<file path="config.mk">
export PLATFORM = sky130hd
export DESIGN_NAME = bus85_top
export DESIGN_NICKNAME = d
export VERILOG_FILES = /design/src/hw/bus85_cycle_pkg.sv /design/src/hw/bus85_intr_pkg.sv /design/src/hw/bus85_top.sv /design/src/hw/bus_pin_drive.sv /design/src/hw/cycle_decode.sv /design/src/hw/intr_ctrl.sv /design/src/hw/tstate_seq.sv
export VERILOG_INCLUDE_DIRS = /design/src /design/src/hw
export SDC_FILE = /design/constraint.sdc
export NUM_CORES = 1
export LEC_CHECK = 0
export ABC_AREA = 1
export BUFFER_PORTS_ARGS = -buffer_cell sky130_fd_sc_hd__clkbuf_2
export CORE_AREA = 2 2 103 105
export CTS_BUF_LIST = sky130_fd_sc_hd__clkbuf_16
export DETAILED_ROUTE_END_ITERATION = 10
export DIE_AREA = 0 0 105 107
export PLACE_DENSITY = 0.68
export SYNTH_ARGS = -nofsm -noshare
export SYNTH_HDL_FRONTEND = slang
export SYNTH_HIERARCHICAL = 1
export SYNTH_SLANG_ARGS = --single-unit
</file>
<file path="constraint.sdc">
create_clock -name clk -period 4.36 [get_ports clk]
set_clock_uncertainty 0.15 [all_clocks]
set_input_delay 0.218 -clock clk [delete_from_list [all_inputs] [get_ports clk]]
set_output_delay 0.218 -clock clk [all_outputs]
set_load 0.005 [all_outputs]
</file>
<file path="src/hw/bus85_params.svh">
`ifndef BUS85_PARAMS_SVH
`define BUS85_PARAMS_SVH

// bus widths
`define BUS85_ADDR_W      16
`define BUS85_DATA_W      8
`define BUS85_STACTL_W    6
`define BUS85_TSTATE_CNT  6   // idle, t1, t2, tw, t3, t4

// positions inside the status and control code
`define BUS85_BIT_S0      0
`define BUS85_BIT_S1      1
`define BUS85_BIT_IOM     2
`define BUS85_BIT_RD      3
`define BUS85_BIT_WR      4
`define BUS85_BIT_INTA    5

// restart addresses
`define BUS85_VEC_TRAP    8'h24
`define BUS85_VEC_R75     8'h3C
`define BUS85_VEC_R65     8'h34
`define BUS85_VEC_R55     8'h2C

`endif

</file>
<file path="src/hw/bus85_cycle_pkg.sv">
`default_nettype none

`include "bus85_params.svh"

package bus85_cycle_pkg;

	typedef logic [`BUS85_ADDR_W-1:0] addr_t;
	typedef logic [`BUS85_DATA_W-1:0] data_t;

	// {inta_n, wr_n, rd_n, iom_n, s1, s0}
	typedef logic [`BUS85_STACTL_W-1:0] stactl_t;

	// machine cycle kinds the host may ask for
	typedef enum logic [2:0] {
		CYC_OF  = 3'd0, // opcode fetch
		CYC_MR  = 3'd1,
		CYC_MW  = 3'd2,
		CYC_DR  = 3'd3, // device read
		CYC_DW  = 3'd4,
		CYC_INA = 3'd5  // interrupt acknowledge
	} cycle_kind_e;

	// one-hot bus states
	typedef enum logic [`BUS85_TSTATE_CNT-1:0] {
		TS_IDLE = 6'b000001,
		TS_T1   = 6'b000010,
		TS_T2   = 6'b000100,
		TS_TW   = 6'b001000,
		TS_T3   = 6'b010000,
		TS_T4   = 6'b100000 // opcode fetch only
	} tstate_e;

endpackage

`default_nettype wire

</file>
<file path="src/hw/bus85_intr_pkg.sv">
`default_nettype none

`include "bus85_params.svh"

package bus85_intr_pkg;

	typedef logic [`BUS85_DATA_W-1:0] int_vec_t; // restart address

	// {sid, ip75, ip65, ip55, ie, m75, m65, m55}
	typedef logic [`BUS85_DATA_W-1:0] rim_t;

	// winner of the priority chain
	typedef enum logic [2:0] {
		LVL_NONE = 3'd0,
		LVL_R55  = 3'd1,
		LVL_R65  = 3'd2,
		LVL_R75  = 3'd3,
		LVL_TRAP = 3'd4
	} int_level_e;

endpackage

`default_nettype wire

</file>
<file path="src/hw/bus85_top.sv">
`timescale 1ns/1ns
`default_nettype none

module bus85_top (
	input  wire                               clk,
	input  wire                               rst,
	// host request side
	input  wire                               i_req,
	input  wire bus85_cycle_pkg::cycle_kind_e i_kind,
	input  wire bus85_cycle_pkg::addr_t       i_addr,
	input  wire bus85_cycle_pkg::data_t       i_wdata,
	output logic                              o_busy,
	output logic                              o_done,
	output bus85_cycle_pkg::data_t            o_rdata,
	// bus pins
	input  wire                               i_ready,
	input  wire bus85_cycle_pkg::data_t       i_ad,
	output bus85_cycle_pkg::data_t            o_ad,
	output logic                              o_ad_oe,
	output bus85_cycle_pkg::data_t            o_addr_hi,
	output logic                              o_ale,
	output logic                              o_rd_n,
	output logic                              o_wr_n,
	output logic                              o_inta_n,
	output logic                              o_iom_n,
	output logic                              o_s1,
	output logic                              o_s0,
	// interrupt side
	input  wire                               i_sim_wr,
	input  wire bus85_cycle_pkg::data_t       i_sim_data,
	input  wire                               i_ei,
	input  wire                               i_di,
	input  wire                               i_trap,
	input  wire                               i_rst75,
	input  wire                               i_rst65,
	input  wire                               i_rst55,
	input  wire                               i_sid,
	output logic                              o_int_req,
	output bus85_intr_pkg::int_vec_t          o_int_vec,
	output bus85_intr_pkg::rim_t              o_rim,
	output logic                              o_sod
);
	import bus85_cycle_pkg::*;

	// decode to sequencer
	logic        dec_valid;
	cycle_kind_e dec_kind;
	stactl_t     dec_stactl;
	addr_t       dec_addr;
	data_t       dec_wdata;
	logic        seq_take;

	// sequencer to pins
	tstate_e     seq_state;
	stactl_t     seq_stactl;
	addr_t       seq_addr;
	data_t       seq_wdata;
	logic        seq_ack_done;

	// ----------------------------------------
	// bus pipeline
	// ----------------------------------------

	cycle_decode u_decode (
		.clk      (clk),
		.rst      (rst),
		.i_req    (i_req),
		.i_kind   (i_kind),
		.i_addr   (i_addr),
		.i_wdata  (i_wdata),
		.i_take   (seq_take),
		.o_valid  (dec_valid),
		.o_kind   (dec_kind),
		.o_stactl (dec_stactl),
		.o_addr   (dec_addr),
		.o_wdata  (dec_wdata),
		.o_busy   (o_busy)
	);

	tstate_seq u_seq (
		.clk        (clk),
		.rst        (rst),
		.i_valid    (dec_valid),
		.i_kind     (dec_kind),
		.i_stactl   (dec_stactl),
		.i_addr     (dec_addr),
		.i_wdata    (dec_wdata),
		.i_ready    (i_ready),
		.i_ad       (i_ad),
		.o_take     (seq_take),
		.o_state    (seq_state),
		.o_stactl   (seq_stactl),
		.o_addr     (seq_addr),
		.o_wdata    (seq_wdata),
		.o_done     (o_done),
		.o_rdata    (o_rdata),
		.o_ack_done (seq_ack_done)
	);

	bus_pin_drive u_pins (
		.clk       (clk),
		.rst       (rst),
		.i_state   (seq_state),
		.i_stactl  (seq_stactl),
		.i_addr    (seq_addr),
		.i_wdata   (seq_wdata),
		.o_ale     (o_ale),
		.o_rd_n    (o_rd_n),
		.o_wr_n    (o_wr_n),
		.o_inta_n  (o_inta_n),
		.o_iom_n   (o_iom_n),
		.o_s1      (o_s1),
		.o_s0      (o_s0),
		.o_addr_hi (o_addr_hi),
		.o_ad      (o_ad),
		.o_ad_oe   (o_ad_oe)
	);

	// ----------------------------------------
	// interrupts, beside the pipeline
	// ----------------------------------------

	intr_ctrl u_intr (
		.clk        (clk),
		.rst        (rst),
		.i_sim_wr   (i_sim_wr),
		.i_sim_data (i_sim_data),
		.i_ei       (i_ei),
		.i_di       (i_di),
		.i_ack_done (seq_ack_done),
		.i_trap     (i_trap),
		.i_rst75    (i_rst75),
		.i_rst65    (i_rst65),
		.i_rst55    (i_rst55),
		.i_sid      (i_sid),
		.o_int_req  (o_int_req),
		.o_int_vec  (o_int_vec),
		.o_rim      (o_rim),
		.o_sod      (o_sod)
	);

endmodule

`default_nettype wire

</file>
<file path="src/hw/bus_pin_drive.sv">
`timescale 1ns/1ns
`default_nettype none

`include "bus85_params.svh"

module bus_pin_drive (
	input  wire                           clk,
	input  wire                           rst,
	input  wire bus85_cycle_pkg::tstate_e i_state,
	input  wire bus85_cycle_pkg::stactl_t i_stactl,
	input  wire bus85_cycle_pkg::addr_t   i_addr,
	input  wire bus85_cycle_pkg::data_t   i_wdata,
	output logic                          o_ale,
	output logic                          o_rd_n,
	output logic                          o_wr_n,
	output logic                          o_inta_n,
	output logic                          o_iom_n,
	output logic                          o_s1,
	output logic                          o_s0,
	output bus85_cycle_pkg::data_t        o_addr_hi,
	output bus85_cycle_pkg::data_t        o_ad,
	output logic                          o_ad_oe
);
	import bus85_cycle_pkg::*;

	logic addr_ph; // address phase
	logic strobe;  // t2, tw, t3
	logic on_bus;  // t1 through t4

	assign addr_ph = (i_state == TS_T1);
	assign strobe  = (i_state == TS_T2) || (i_state == TS_TW) || (i_state == TS_T3);
	assign on_bus  = addr_ph || strobe || (i_state == TS_T4);

	always_ff @(posedge clk or posedge rst) begin
		if (rst) begin
			o_ale    <= 1'b0;
			o_rd_n   <= 1'b1;
			o_wr_n   <= 1'b1;
			o_inta_n <= 1'b1;
			o_iom_n  <= 1'b1;
			o_s1     <= 1'b0;
			o_s0     <= 1'b0;
			o_ad_oe  <= 1'b0;
		end else begin
			o_ale    <= addr_ph;
			o_rd_n   <= !strobe || i_stactl[`BUS85_BIT_RD];
			o_wr_n   <= !strobe || i_stactl[`BUS85_BIT_WR];
			o_inta_n <= !strobe || i_stactl[`BUS85_BIT_INTA];
			o_ad_oe  <= addr_ph || (strobe && !i_stactl[`BUS85_BIT_WR]); // write data only
			if (on_bus) begin // status held while idle
				o_iom_n <= i_stactl[`BUS85_BIT_IOM];
				o_s1    <= i_stactl[`BUS85_BIT_S1];
				o_s0    <= i_stactl[`BUS85_BIT_S0];
			end
		end
	end

	// multiplexed low byte, high byte kept for the whole cycle
	always_ff @(posedge clk) begin
		o_ad <= addr_ph ? i_addr[`BUS85_DATA_W-1:0] : i_wdata;
		if (addr_ph)
			o_addr_hi <= i_addr[`BUS85_ADDR_W-1:`BUS85_DATA_W];
	end

endmodule

`default_nettype wire

</file>
<file path="src/hw/cycle_decode.sv">
`timescale 1ns/1ns
`default_nettype none

`include "bus85_params.svh"

module cycle_decode (
	input  wire                               clk,
	input  wire                               rst,
	input  wire                               i_req,
	input  wire bus85_cycle_pkg::cycle_kind_e i_kind,
	input  wire bus85_cycle_pkg::addr_t       i_addr,
	input  wire bus85_cycle_pkg::data_t       i_wdata,
	input  wire                               i_take,
	output logic                              o_valid,
	output bus85_cycle_pkg::cycle_kind_e      o_kind,
	output bus85_cycle_pkg::stactl_t          o_stactl,
	output bus85_cycle_pkg::addr_t            o_addr,
	output bus85_cycle_pkg::data_t            o_wdata,
	output logic                              o_busy
);
	import bus85_cycle_pkg::*;

	logic    valid_q;
	stactl_t code_d;

	// kind to {inta_n, wr_n, rd_n, iom_n, s1, s0}
	always_comb begin
		case (i_kind)
			CYC_OF:  code_d = 6'b110011;
			CYC_MR:  code_d = 6'b110010;
			CYC_MW:  code_d = 6'b101001;
			CYC_DR:  code_d = 6'b110110;
			CYC_DW:  code_d = 6'b101101;
			CYC_INA: code_d = 6'b011111; // inta strobes, rd stays high
			default: code_d = '1;        // nothing strobed
		endcase
	end

	// one slot, emptied when the sequencer takes it
	always_ff @(posedge clk or posedge rst) begin
		if (rst) begin
			valid_q <= 1'b0;
		end else if (i_take) begin
			valid_q <= 1'b0;
		end else if (i_req) begin
			valid_q <= 1'b1;
		end
	end

	always_ff @(posedge clk) begin
		if (i_req && !valid_q) begin // a request while full is dropped
			o_kind   <= i_kind;
			o_stactl <= code_d;
			o_addr   <= i_addr;
			o_wdata  <= i_wdata;
		end
	end

	assign o_valid = valid_q;
	assign o_busy  = valid_q;

endmodule

`default_nettype wire

</file>
<file path="src/hw/intr_ctrl.sv">
`timescale 1ns/1ns
`default_nettype none

`include "bus85_params.svh"

module intr_ctrl (
	input  wire                         clk,
	input  wire                         rst,
	input  wire                         i_sim_wr,
	input  wire bus85_cycle_pkg::data_t i_sim_data,
	input  wire                         i_ei,
	input  wire                         i_di,
	input  wire                         i_ack_done,
	input  wire                         i_trap,
	input  wire                         i_rst75,
	input  wire                         i_rst65,
	input  wire                         i_rst55,
	input  wire                         i_sid,
	output logic                        o_int_req,
	output bus85_intr_pkg::int_vec_t    o_int_vec,
	output bus85_intr_pkg::rim_t        o_rim,
	output logic                        o_sod
);
	import bus85_intr_pkg::*;

	logic [1:0] sync1_q; // {trap, rst75}
	logic [1:0] sync2_q;
	logic [1:0] prev_q;
	logic [1:0] rise;
	logic       ltrap_q, l75_q;
	logic       ie_q, sod_q;
	logic       m75_q, m65_q, m55_q;
	logic       p_trap, p75, p65, p55;
	int_level_e win;
	int_vec_t   vec;

	// ----------------------------------------
	// pending and priority
	// ----------------------------------------

	assign rise   = sync2_q & ~prev_q;
	assign p_trap = ltrap_q && i_trap; // edge seen and level still high
	assign p75    = ie_q && !m75_q && l75_q;
	assign p65    = ie_q && !m65_q && i_rst65;
	assign p55    = ie_q && !m55_q && i_rst55;

	always_comb begin
		win = LVL_NONE;
		vec = '0;
		if (p_trap) begin
			win = LVL_TRAP;
			vec = `BUS85_VEC_TRAP;
		end else if (p75) begin
			win = LVL_R75;
			vec = `BUS85_VEC_R75;
		end else if (p65) begin
			win = LVL_R65;
			vec = `BUS85_VEC_R65;
		end else if (p55) begin
			win = LVL_R55;
			vec = `BUS85_VEC_R55;
		end
	end

	// ----------------------------------------
	// state
	// ----------------------------------------

	always_ff @(posedge clk or posedge rst) begin
		if (rst) begin
			sync1_q <= '0;
			sync2_q <= '0;
			prev_q  <= '0;
			ltrap_q <= 1'b0;
			l75_q   <= 1'b0;
			ie_q    <= 1'b0;
			sod_q   <= 1'b0;
			{m75_q, m65_q, m55_q} <= 3'b111; // all masked
		end else begin
			sync1_q <= {i_trap, i_rst75};
			sync2_q <= sync1_q;
			prev_q  <= sync2_q;
			// a fresh edge beats a clear in the same clock
			if (rise[1])
				ltrap_q <= 1'b1;
			else if (i_ack_done && win == LVL_TRAP)
				ltrap_q <= 1'b0;
			if (rise[0])
				l75_q <= 1'b1;
			else if ((i_ack_done && win == LVL_R75) || (i_sim_wr && i_sim_data[4]))
				l75_q <= 1'b0;
			if (i_di || i_ack_done)
				ie_q <= 1'b0;
			else if (i_ei)
				ie_q <= 1'b1;
			if (i_sim_wr && i_sim_data[3])
				{m75_q, m65_q, m55_q} <= i_sim_data[2:0];
			if (i_sim_wr && i_sim_data[6])
				sod_q <= i_sim_data[7]; // serial out
		end
	end

	assign o_int_req = p_trap || p75 || p65 || p55;
	assign o_int_vec = vec;
	assign o_rim     = {i_sid, p75, p65, p55, ie_q, m75_q, m65_q, m55_q};
	assign o_sod     = sod_q;

endmodule

`default_nettype wire

</file>
<file path="src/hw/tstate_seq.sv">
`timescale 1ns/1ns
`default_nettype none

`include "bus85_params.svh"

module tstate_seq (
	input  wire                               clk,
	input  wire                               rst,
	input  wire                               i_valid,
	input  wire bus85_cycle_pkg::cycle_kind_e i_kind,
	input  wire bus85_cycle_pkg::stactl_t     i_stactl,
	input  wire bus85_cycle_pkg::addr_t       i_addr,
	input  wire bus85_cycle_pkg::data_t       i_wdata,
	input  wire                               i_ready,
	input  wire bus85_cycle_pkg::data_t       i_ad,
	output logic                              o_take,
	output bus85_cycle_pkg::tstate_e          o_state,
	output bus85_cycle_pkg::stactl_t          o_stactl,
	output bus85_cycle_pkg::addr_t            o_addr,
	output bus85_cycle_pkg::data_t            o_wdata,
	output logic                              o_done,
	output bus85_cycle_pkg::data_t            o_rdata,
	output logic                              o_ack_done
);
	import bus85_cycle_pkg::*;

	tstate_e     state_q;
	tstate_e     state_d;
	logic        armed_q; // item loaded from idle, T1 follows
	logic        last_t;
	logic        take;
	logic        is_read;
	cycle_kind_e kind_q;
	stactl_t     stactl_q;
	addr_t       addr_q;
	data_t       wdata_q;

	// ----------------------------------------
	// next state
	// ----------------------------------------

	// T3 ends the cycle except for opcode fetch, which runs T4
	assign last_t = (state_q == TS_T4) || (state_q == TS_T3 && kind_q != CYC_OF);
	assign take   = i_valid && ((state_q == TS_IDLE && !armed_q) || last_t);

	always_comb begin
		state_d = state_q;
		case (state_q)
			TS_IDLE: begin
				if (armed_q)
					state_d = TS_T1;
			end
			TS_T1: state_d = TS_T2;
			TS_T2, TS_TW: begin
				state_d = i_ready ? TS_T3 : TS_TW; // low ready adds one TW
			end
			TS_T3: begin
				if (kind_q == CYC_OF)
					state_d = TS_T4;
				else
					state_d = i_valid ? TS_T1 : TS_IDLE;
			end
			TS_T4: state_d = i_valid ? TS_T1 : TS_IDLE;
			default: state_d = TS_IDLE;
		endcase
	end

	// ----------------------------------------
	// registers
	// ----------------------------------------

	always_ff @(posedge clk or posedge rst) begin
		if (rst) begin
			state_q <= TS_IDLE;
			armed_q <= 1'b0;
		end else begin
			state_q <= state_d;
			armed_q <= take && (state_q == TS_IDLE);
		end
	end

	assign is_read = !stactl_q[`BUS85_BIT_RD] || !stactl_q[`BUS85_BIT_INTA];

	always_ff @(posedge clk) begin
		if (take) begin
			kind_q   <= i_kind;
			stactl_q <= i_stactl;
			addr_q   <= i_addr;
			wdata_q  <= i_wdata;
		end
		if (state_q == TS_T3 && is_read)
			o_rdata <= i_ad; // end of T3
	end

	// pin stage registers these, so it sees the coming state and item
	assign o_take     = take;
	assign o_state    = state_d;
	assign o_stactl   = take ? i_stactl : stactl_q;
	assign o_addr     = take ? i_addr : addr_q;
	assign o_wdata    = take ? i_wdata : wdata_q;
	assign o_done     = (state_q == TS_T3);
	assign o_ack_done = o_done && (kind_q == CYC_INA);

endmodule

`default_nettype wire

</file>
## Word level (Yosys, flattened, before mapping)

Cells that the tools add are included.

| word-level totals | value |
|---|---|
| flip-flop bits (word level) | 119 |
| input port bits | 55 |
| output and inout bits | 52 |
| word-level logic and storage cells | 132 |

| operators by class | value |
|---|---|
| equality and inequality tests | 19 |
| multiplexer cells | 26 |
| bitwise gates (word level) | 2 |
| reduce and logical (&&, ||, !) cells | 53 |

Operators by type and width:

| operator | count |
|---|---|
| $mux 8 | 5 |
| $pmux 6 s6 | 1 |
| $pmux 6 s5 | 1 |
| $mux 6 | 4 |
| $logic_and 1x1->1 | 20 |
| $logic_or 1x1->1 | 16 |
| $mux 16 | 1 |
| $eq 3x3->1 const B | 4 |
| $eq 6x2->1 const B | 2 |
| $eq 6x3->1 const B | 2 |
| $eq 6x4->1 const B | 2 |
| $eq 6x5->1 const B | 2 |
| $eq 6x6->1 const B | 2 |
| $eq 3x2->1 const B | 3 |
| $logic_not 1->1 | 9 |
| $mux 1 | 9 |
| $mux 3 | 3 |
| $reduce_bool 2->1 | 4 |
| $eq 6x1->1 const B | 1 |
| $logic_not 3->1 | 2 |
| $mux 5 | 1 |
| $eq 3x1->1 const B | 1 |
| $reduce_bool 3->1 | 1 |
| $and 2x2->2 | 1 |
| 3 further kinds | 3 |

## Longest topological paths before layout

| depth | value |
|---|---|
| depth in word-level cells | 12 |
| mapped depth | 15 |
| gate-level depth less buffers | 14 |

## Cells and area by module

Netlist, hierarchy kept.

Modules (own cells, without submodules):

| module | instances | cells an instance | area an instance (sq um) | seq. area each (sq um) |
|---|---|---|---|---|
| tstate_seq | 1 | 211 | 1,925.6 | 1,107.3 |
| cycle_decode | 1 | 50 | 1,062.3 | 985.9 |
| bus_pin_drive | 1 | 87 | 873.3 | 605.6 |
| intr_ctrl | 1 | 66 | 626.9 | 329.1 |

## Least setup slack after synthesis

Ideal clock, no wire load.

| timing path | value |
|---|---|
| path kind | reg2reg |
| start point | register u_decode.valid_q (netlist: u_decode/o_busy) |
| end point | register u_decode.o_addr[0], enable pin |
| library setup time | 0.422 ns |
| arrival time | 1.783 ns |
| data required time | 3.788 ns |
| slack | 2.005 ns |
| stages on the path, launching flop included | 2 |
| path buffers | 0 |
| period minus slack after synthesis | 2.355 ns |
| path through | dfrtp_1 -> nor2_1 |

| on the way | value |
|---|---|
| longest elaborated chain between the ends | 2 |

RTL lines:

| element | line | RTL |
|---|---|---|
| from (decl) | cycle_decode.sv:23 | `logic valid_q;` |
| from (signal assigned) | cycle_decode.sv:42 | `valid_q <= 1'b0;` |
| from (signal assigned) | cycle_decode.sv:44 | `valid_q <= 1'b0;` |
| from (signal assigned) | cycle_decode.sv:46 | `valid_q <= 1'b1;` |
| $logic_not 1->1 | cycle_decode.sv:51 | `if (i_req && !valid_q) begin` |
| $logic_and 1x1->1 | cycle_decode.sv:51 |  |
| to (signal assigned) | cycle_decode.sv:54 | `o_addr <= i_addr;` |
| to (decl) | cycle_decode.sv:17 | `output bus85_cycle_pkg::addr_t o_addr,` |

No other way between the ends.
A chain may end at the register's enable or synchronous reset.

## Worst setup path in the final report

| timing path | value |
|---|---|
| start point | register u_decode.valid_q (netlist: u_decode/o_busy) |
| end point | register u_pins.o_addr_hi[3], enable pin |

| on the way | value |
|---|---|
| longest elaborated chain between the ends | 4 |

RTL lines:

| element | line | RTL |
|---|---|---|
| $mux 2 (*) | tstate_seq.sv:61, tstate_seq.sv:63 |  |
| $mux 6 | tstate_seq.sv:58 | `if (kind_q == CYC_OF)` |
| $pmux 6 s5 (*) | tstate_seq.sv:48 | `case (state_q)` |
| named net seq_state[1] | bus85_top.sv:54 | `tstate_e seq_state;` |
| $eq 6x2->1 (*) | bus_pin_drive.sv:30 | `assign addr_ph = (i_state == TS_T1);` |
| named net u_pins.addr_ph | bus_pin_drive.sv:26 | `logic addr_ph;` |
| to (signal assigned) | bus_pin_drive.sv:62 | `` o_addr_hi <= i_addr[`BUS85_ADDR_W-1:`BUS85_DATA_W]; `` |
| to (decl) | bus_pin_drive.sv:20 | `output bus85_cycle_pkg::data_t o_addr_hi,` |

The timed path passes the listed nets; every way through them passes the cells marked *.

==> results.ini <==
[timing]
setup_tns_ns = 0
rsz0062_at_grt = false
fin_crit_ns = 2.89
tightestPinTransition_ns = 0.969
finalSetupViolCount = 0
finalCritPeriodShare = 0.664
slew_headroom = 0.352
clock.fmax_mhz = 346
hold_viol = 0
drv_slew = 0

[final_layout]
fin_nets = 614
areaGrowthSynthToFinish_pct = 35.5
final_cells = 708
layout_common_cells = clkbuf_2 (99), nand2_1 (96), nand3_1 (70)
drive_above_1_share = 0.292
design_area_um2 = 6080
antenna_cells = 0
layout_commonest_cell = clkbuf_2
fillers = 810

[global_routing]
grt_pass1_vias = 3375
overflow = 0
grtUsageTotal = 0.184
grt_start_max_net_pins = 33
antenna_found_initial = 0
grt_first_pass_wirelength_mm = 16.0

[routing]
routed_wl_mm = 9.74
postRouteAntennaNets = 0
wl_per_cell_um = 13.8
vias = 3396
viasPerCell = 4.80
drc_errors = 0
drt_iter0_drc = 164
firstDrtPassIters = 4

[cts]
clk_path_buf_depth = 2
ctsRootBufferMaster = clkbuf_16
post_cts_buffers = 0
ctsResizeCount = 0
cts_sinks = 118
clk-insertion-delay-late_ns = 0.41
cts_htree_levels = 4
clk_pin_slew_ns = 0.05
cts_hold_buf = 51
tritoncts = built
cts_buffers = 17

[synth]
yosys_warnings = 6
synth_cell_types = 31
synth_area_um2 = 4490
synth-seq-cells = 118
syn_avg_cell_area_um2 = 10.8
ys_seq_area_frac = 0.675
syn_inst = 414

[hold_path]
timing.hold.worst.class = input pin to register

[setup_path]
crit_arrival_ns = 2.83
critPathMostFrequentCell = inv_1
critPathLaunchType = register
critical-path-top-delay-family = flip-flops
worstSetupPathType = register to register
path_cells = inv_1 > nor2_2 > nor2_4 > o21ai_0 > inv_1 > nor2_1 > nand3_1 > inv_4
crit_required_ns = 4.29
path_buf_inv = 3
crit_path_end_kind = register
crit_slowest_cell = dfrtp_1
max_stage_delay_ns = 0.80
critPathMaxFanout = 18

[pwr]
power_density_nw_per_um2 = 671
max-vdd-ir-drop_uv = 296
p_leak_nw = 2.83

[floorplan]
fp.dieH_um = 107
core_um2 = 10100
die-area_um2 = 11200
start_util = 0.445
fp.dieW_um = 105
rows = 37
ios = 107

[place]
dpl-instance-area_um2 = 4970
placed_cells = 625
hpwl_mm = 5.89
port_buffers = 99
gp_congestion = 0.867

[outcome]
status = complete, no violations

[job]
drv_cap = 0

[cell usage after synthesis, drive strengths merged]
library cell	n	area share
dfrtp	21	0.12
a31oi	1	0.0014
a21oi	6	0.0075
buf	26	0.046
nor3	3	0.0033
edfxtp	51	0.34
inv	35	0.030
dfstp	8	0.047
clkbuf	3	0.0025
conb	1	0.00084
nor2	34	0.040
nand3	75	0.089
mux2	1	0.0025
nand2	97	0.082
nand4	5	0.0084
or2	2	0.0028
o21bai	1	0.0017
o21ai	5	0.0056
a21boi	1	0.0017
dfxtp	38	0.17
[through the flow]
stage | worst slack, ns | total power, mW | utilization | hold WS (ns)
floorplan | 2.01 | 2.39 | - | -0.203
global placement | 1.54 | 2.61 | 0.492 | -0.0407
detailed placement | 1.50 | 2.65 | 0.492 | -0.0400
CTS | 1.48 | 4.10 | 0.603 | 0.00597
global route | 1.24 | 4.32 | 0.603 | 0.0719
finish | 1.47 | 4.08 | 0.603 | 0.0245
[state kept, by name, indices dropped and copies added (netlist names), 3 cells and up]
register           count
u_seq/kind_q           3
u_pins/o_ad            8
u_decode/o_addr       16
u_seq/state_q          6
u_decode/o_stactl      5
u_seq/wdata_q          8
u_seq/o_rdata          8
u_decode/o_kind        3
u_decode/o_wdata       8
u_pins/o_addr_hi       8
u_seq/stactl_q         6
u_seq/addr_q          16
[layer usage]
layer | global-route usage | up-vias | wire, um
li1 | - | 1645 | -
met1 | 0.214 | 1598 | 4080
met2 | 0.318 | 141 | 4980
met3 | 0.0468 | 12 | 534
met4 | 0.0876 | 0 | 136
met5 | 0 | - | 0
[path summary, 6_finish.rpt]
kind | from | endpoint | slack (ns) | cells after the start
hold reg to reg | u_intr/sync1_q[0]$_DFF_PP0_ | u_intr/sync2_q[0]$_DFF_PP0_ | 0.20 | 0
min in group asynchronous | rst | u_decode/o_busy$_DFFE_PP0P_ | 0.09 | 3
setup / recovery | u_decode/o_busy$_DFFE_PP0P_ | u_pins/o_addr_hi[3]$_DFFE_PP_ | 1.47 | 8
max in group asynchronous | rst | u_intr/m65_q$_DFFE_PP1P_ | 3.43 | 3
hold / removal | i_sim_wr | u_intr/l75_q$_DFFE_PP0P_ | 0.02 | 4
setup reg to reg | u_decode/o_busy$_DFFE_PP0P_ | u_pins/o_addr_hi[3]$_DFFE_PP_ | 1.47 | 8
[worst min-delay path, stage by stage]
cell      delay, ns
clkbuf_2       0.13
a21boi_0       0.09
nand2_1        0.06
nand2_1        0.04
[power by group]
part,internal [mW],switching [mW]
sequential,1.52,0.135
clock,0.900,0.500
combinational,0.355,0.664
[logic make-up after synthesis]
group                  share of synthesized area
and+or+nand+nor                            0.226
DFF                                        0.675
other                                   0.000836
buffers and inverters                     0.0786
AOI/OAI and AO/OA                         0.0178
muxes                                    0.00251
[final cells by class]
class                      count  area [um^2]  share of cell area
tap                          136          170              0.0280
sequential                   118         3030               0.498
timing repair buffer         152         1020               0.168
clock buffer                  17          425              0.0699
multi-input combinational    235         1130               0.185
clock inverter                15          179              0.0294
inverter                      35          134              0.0220
(Power assumes the default switching activity.)
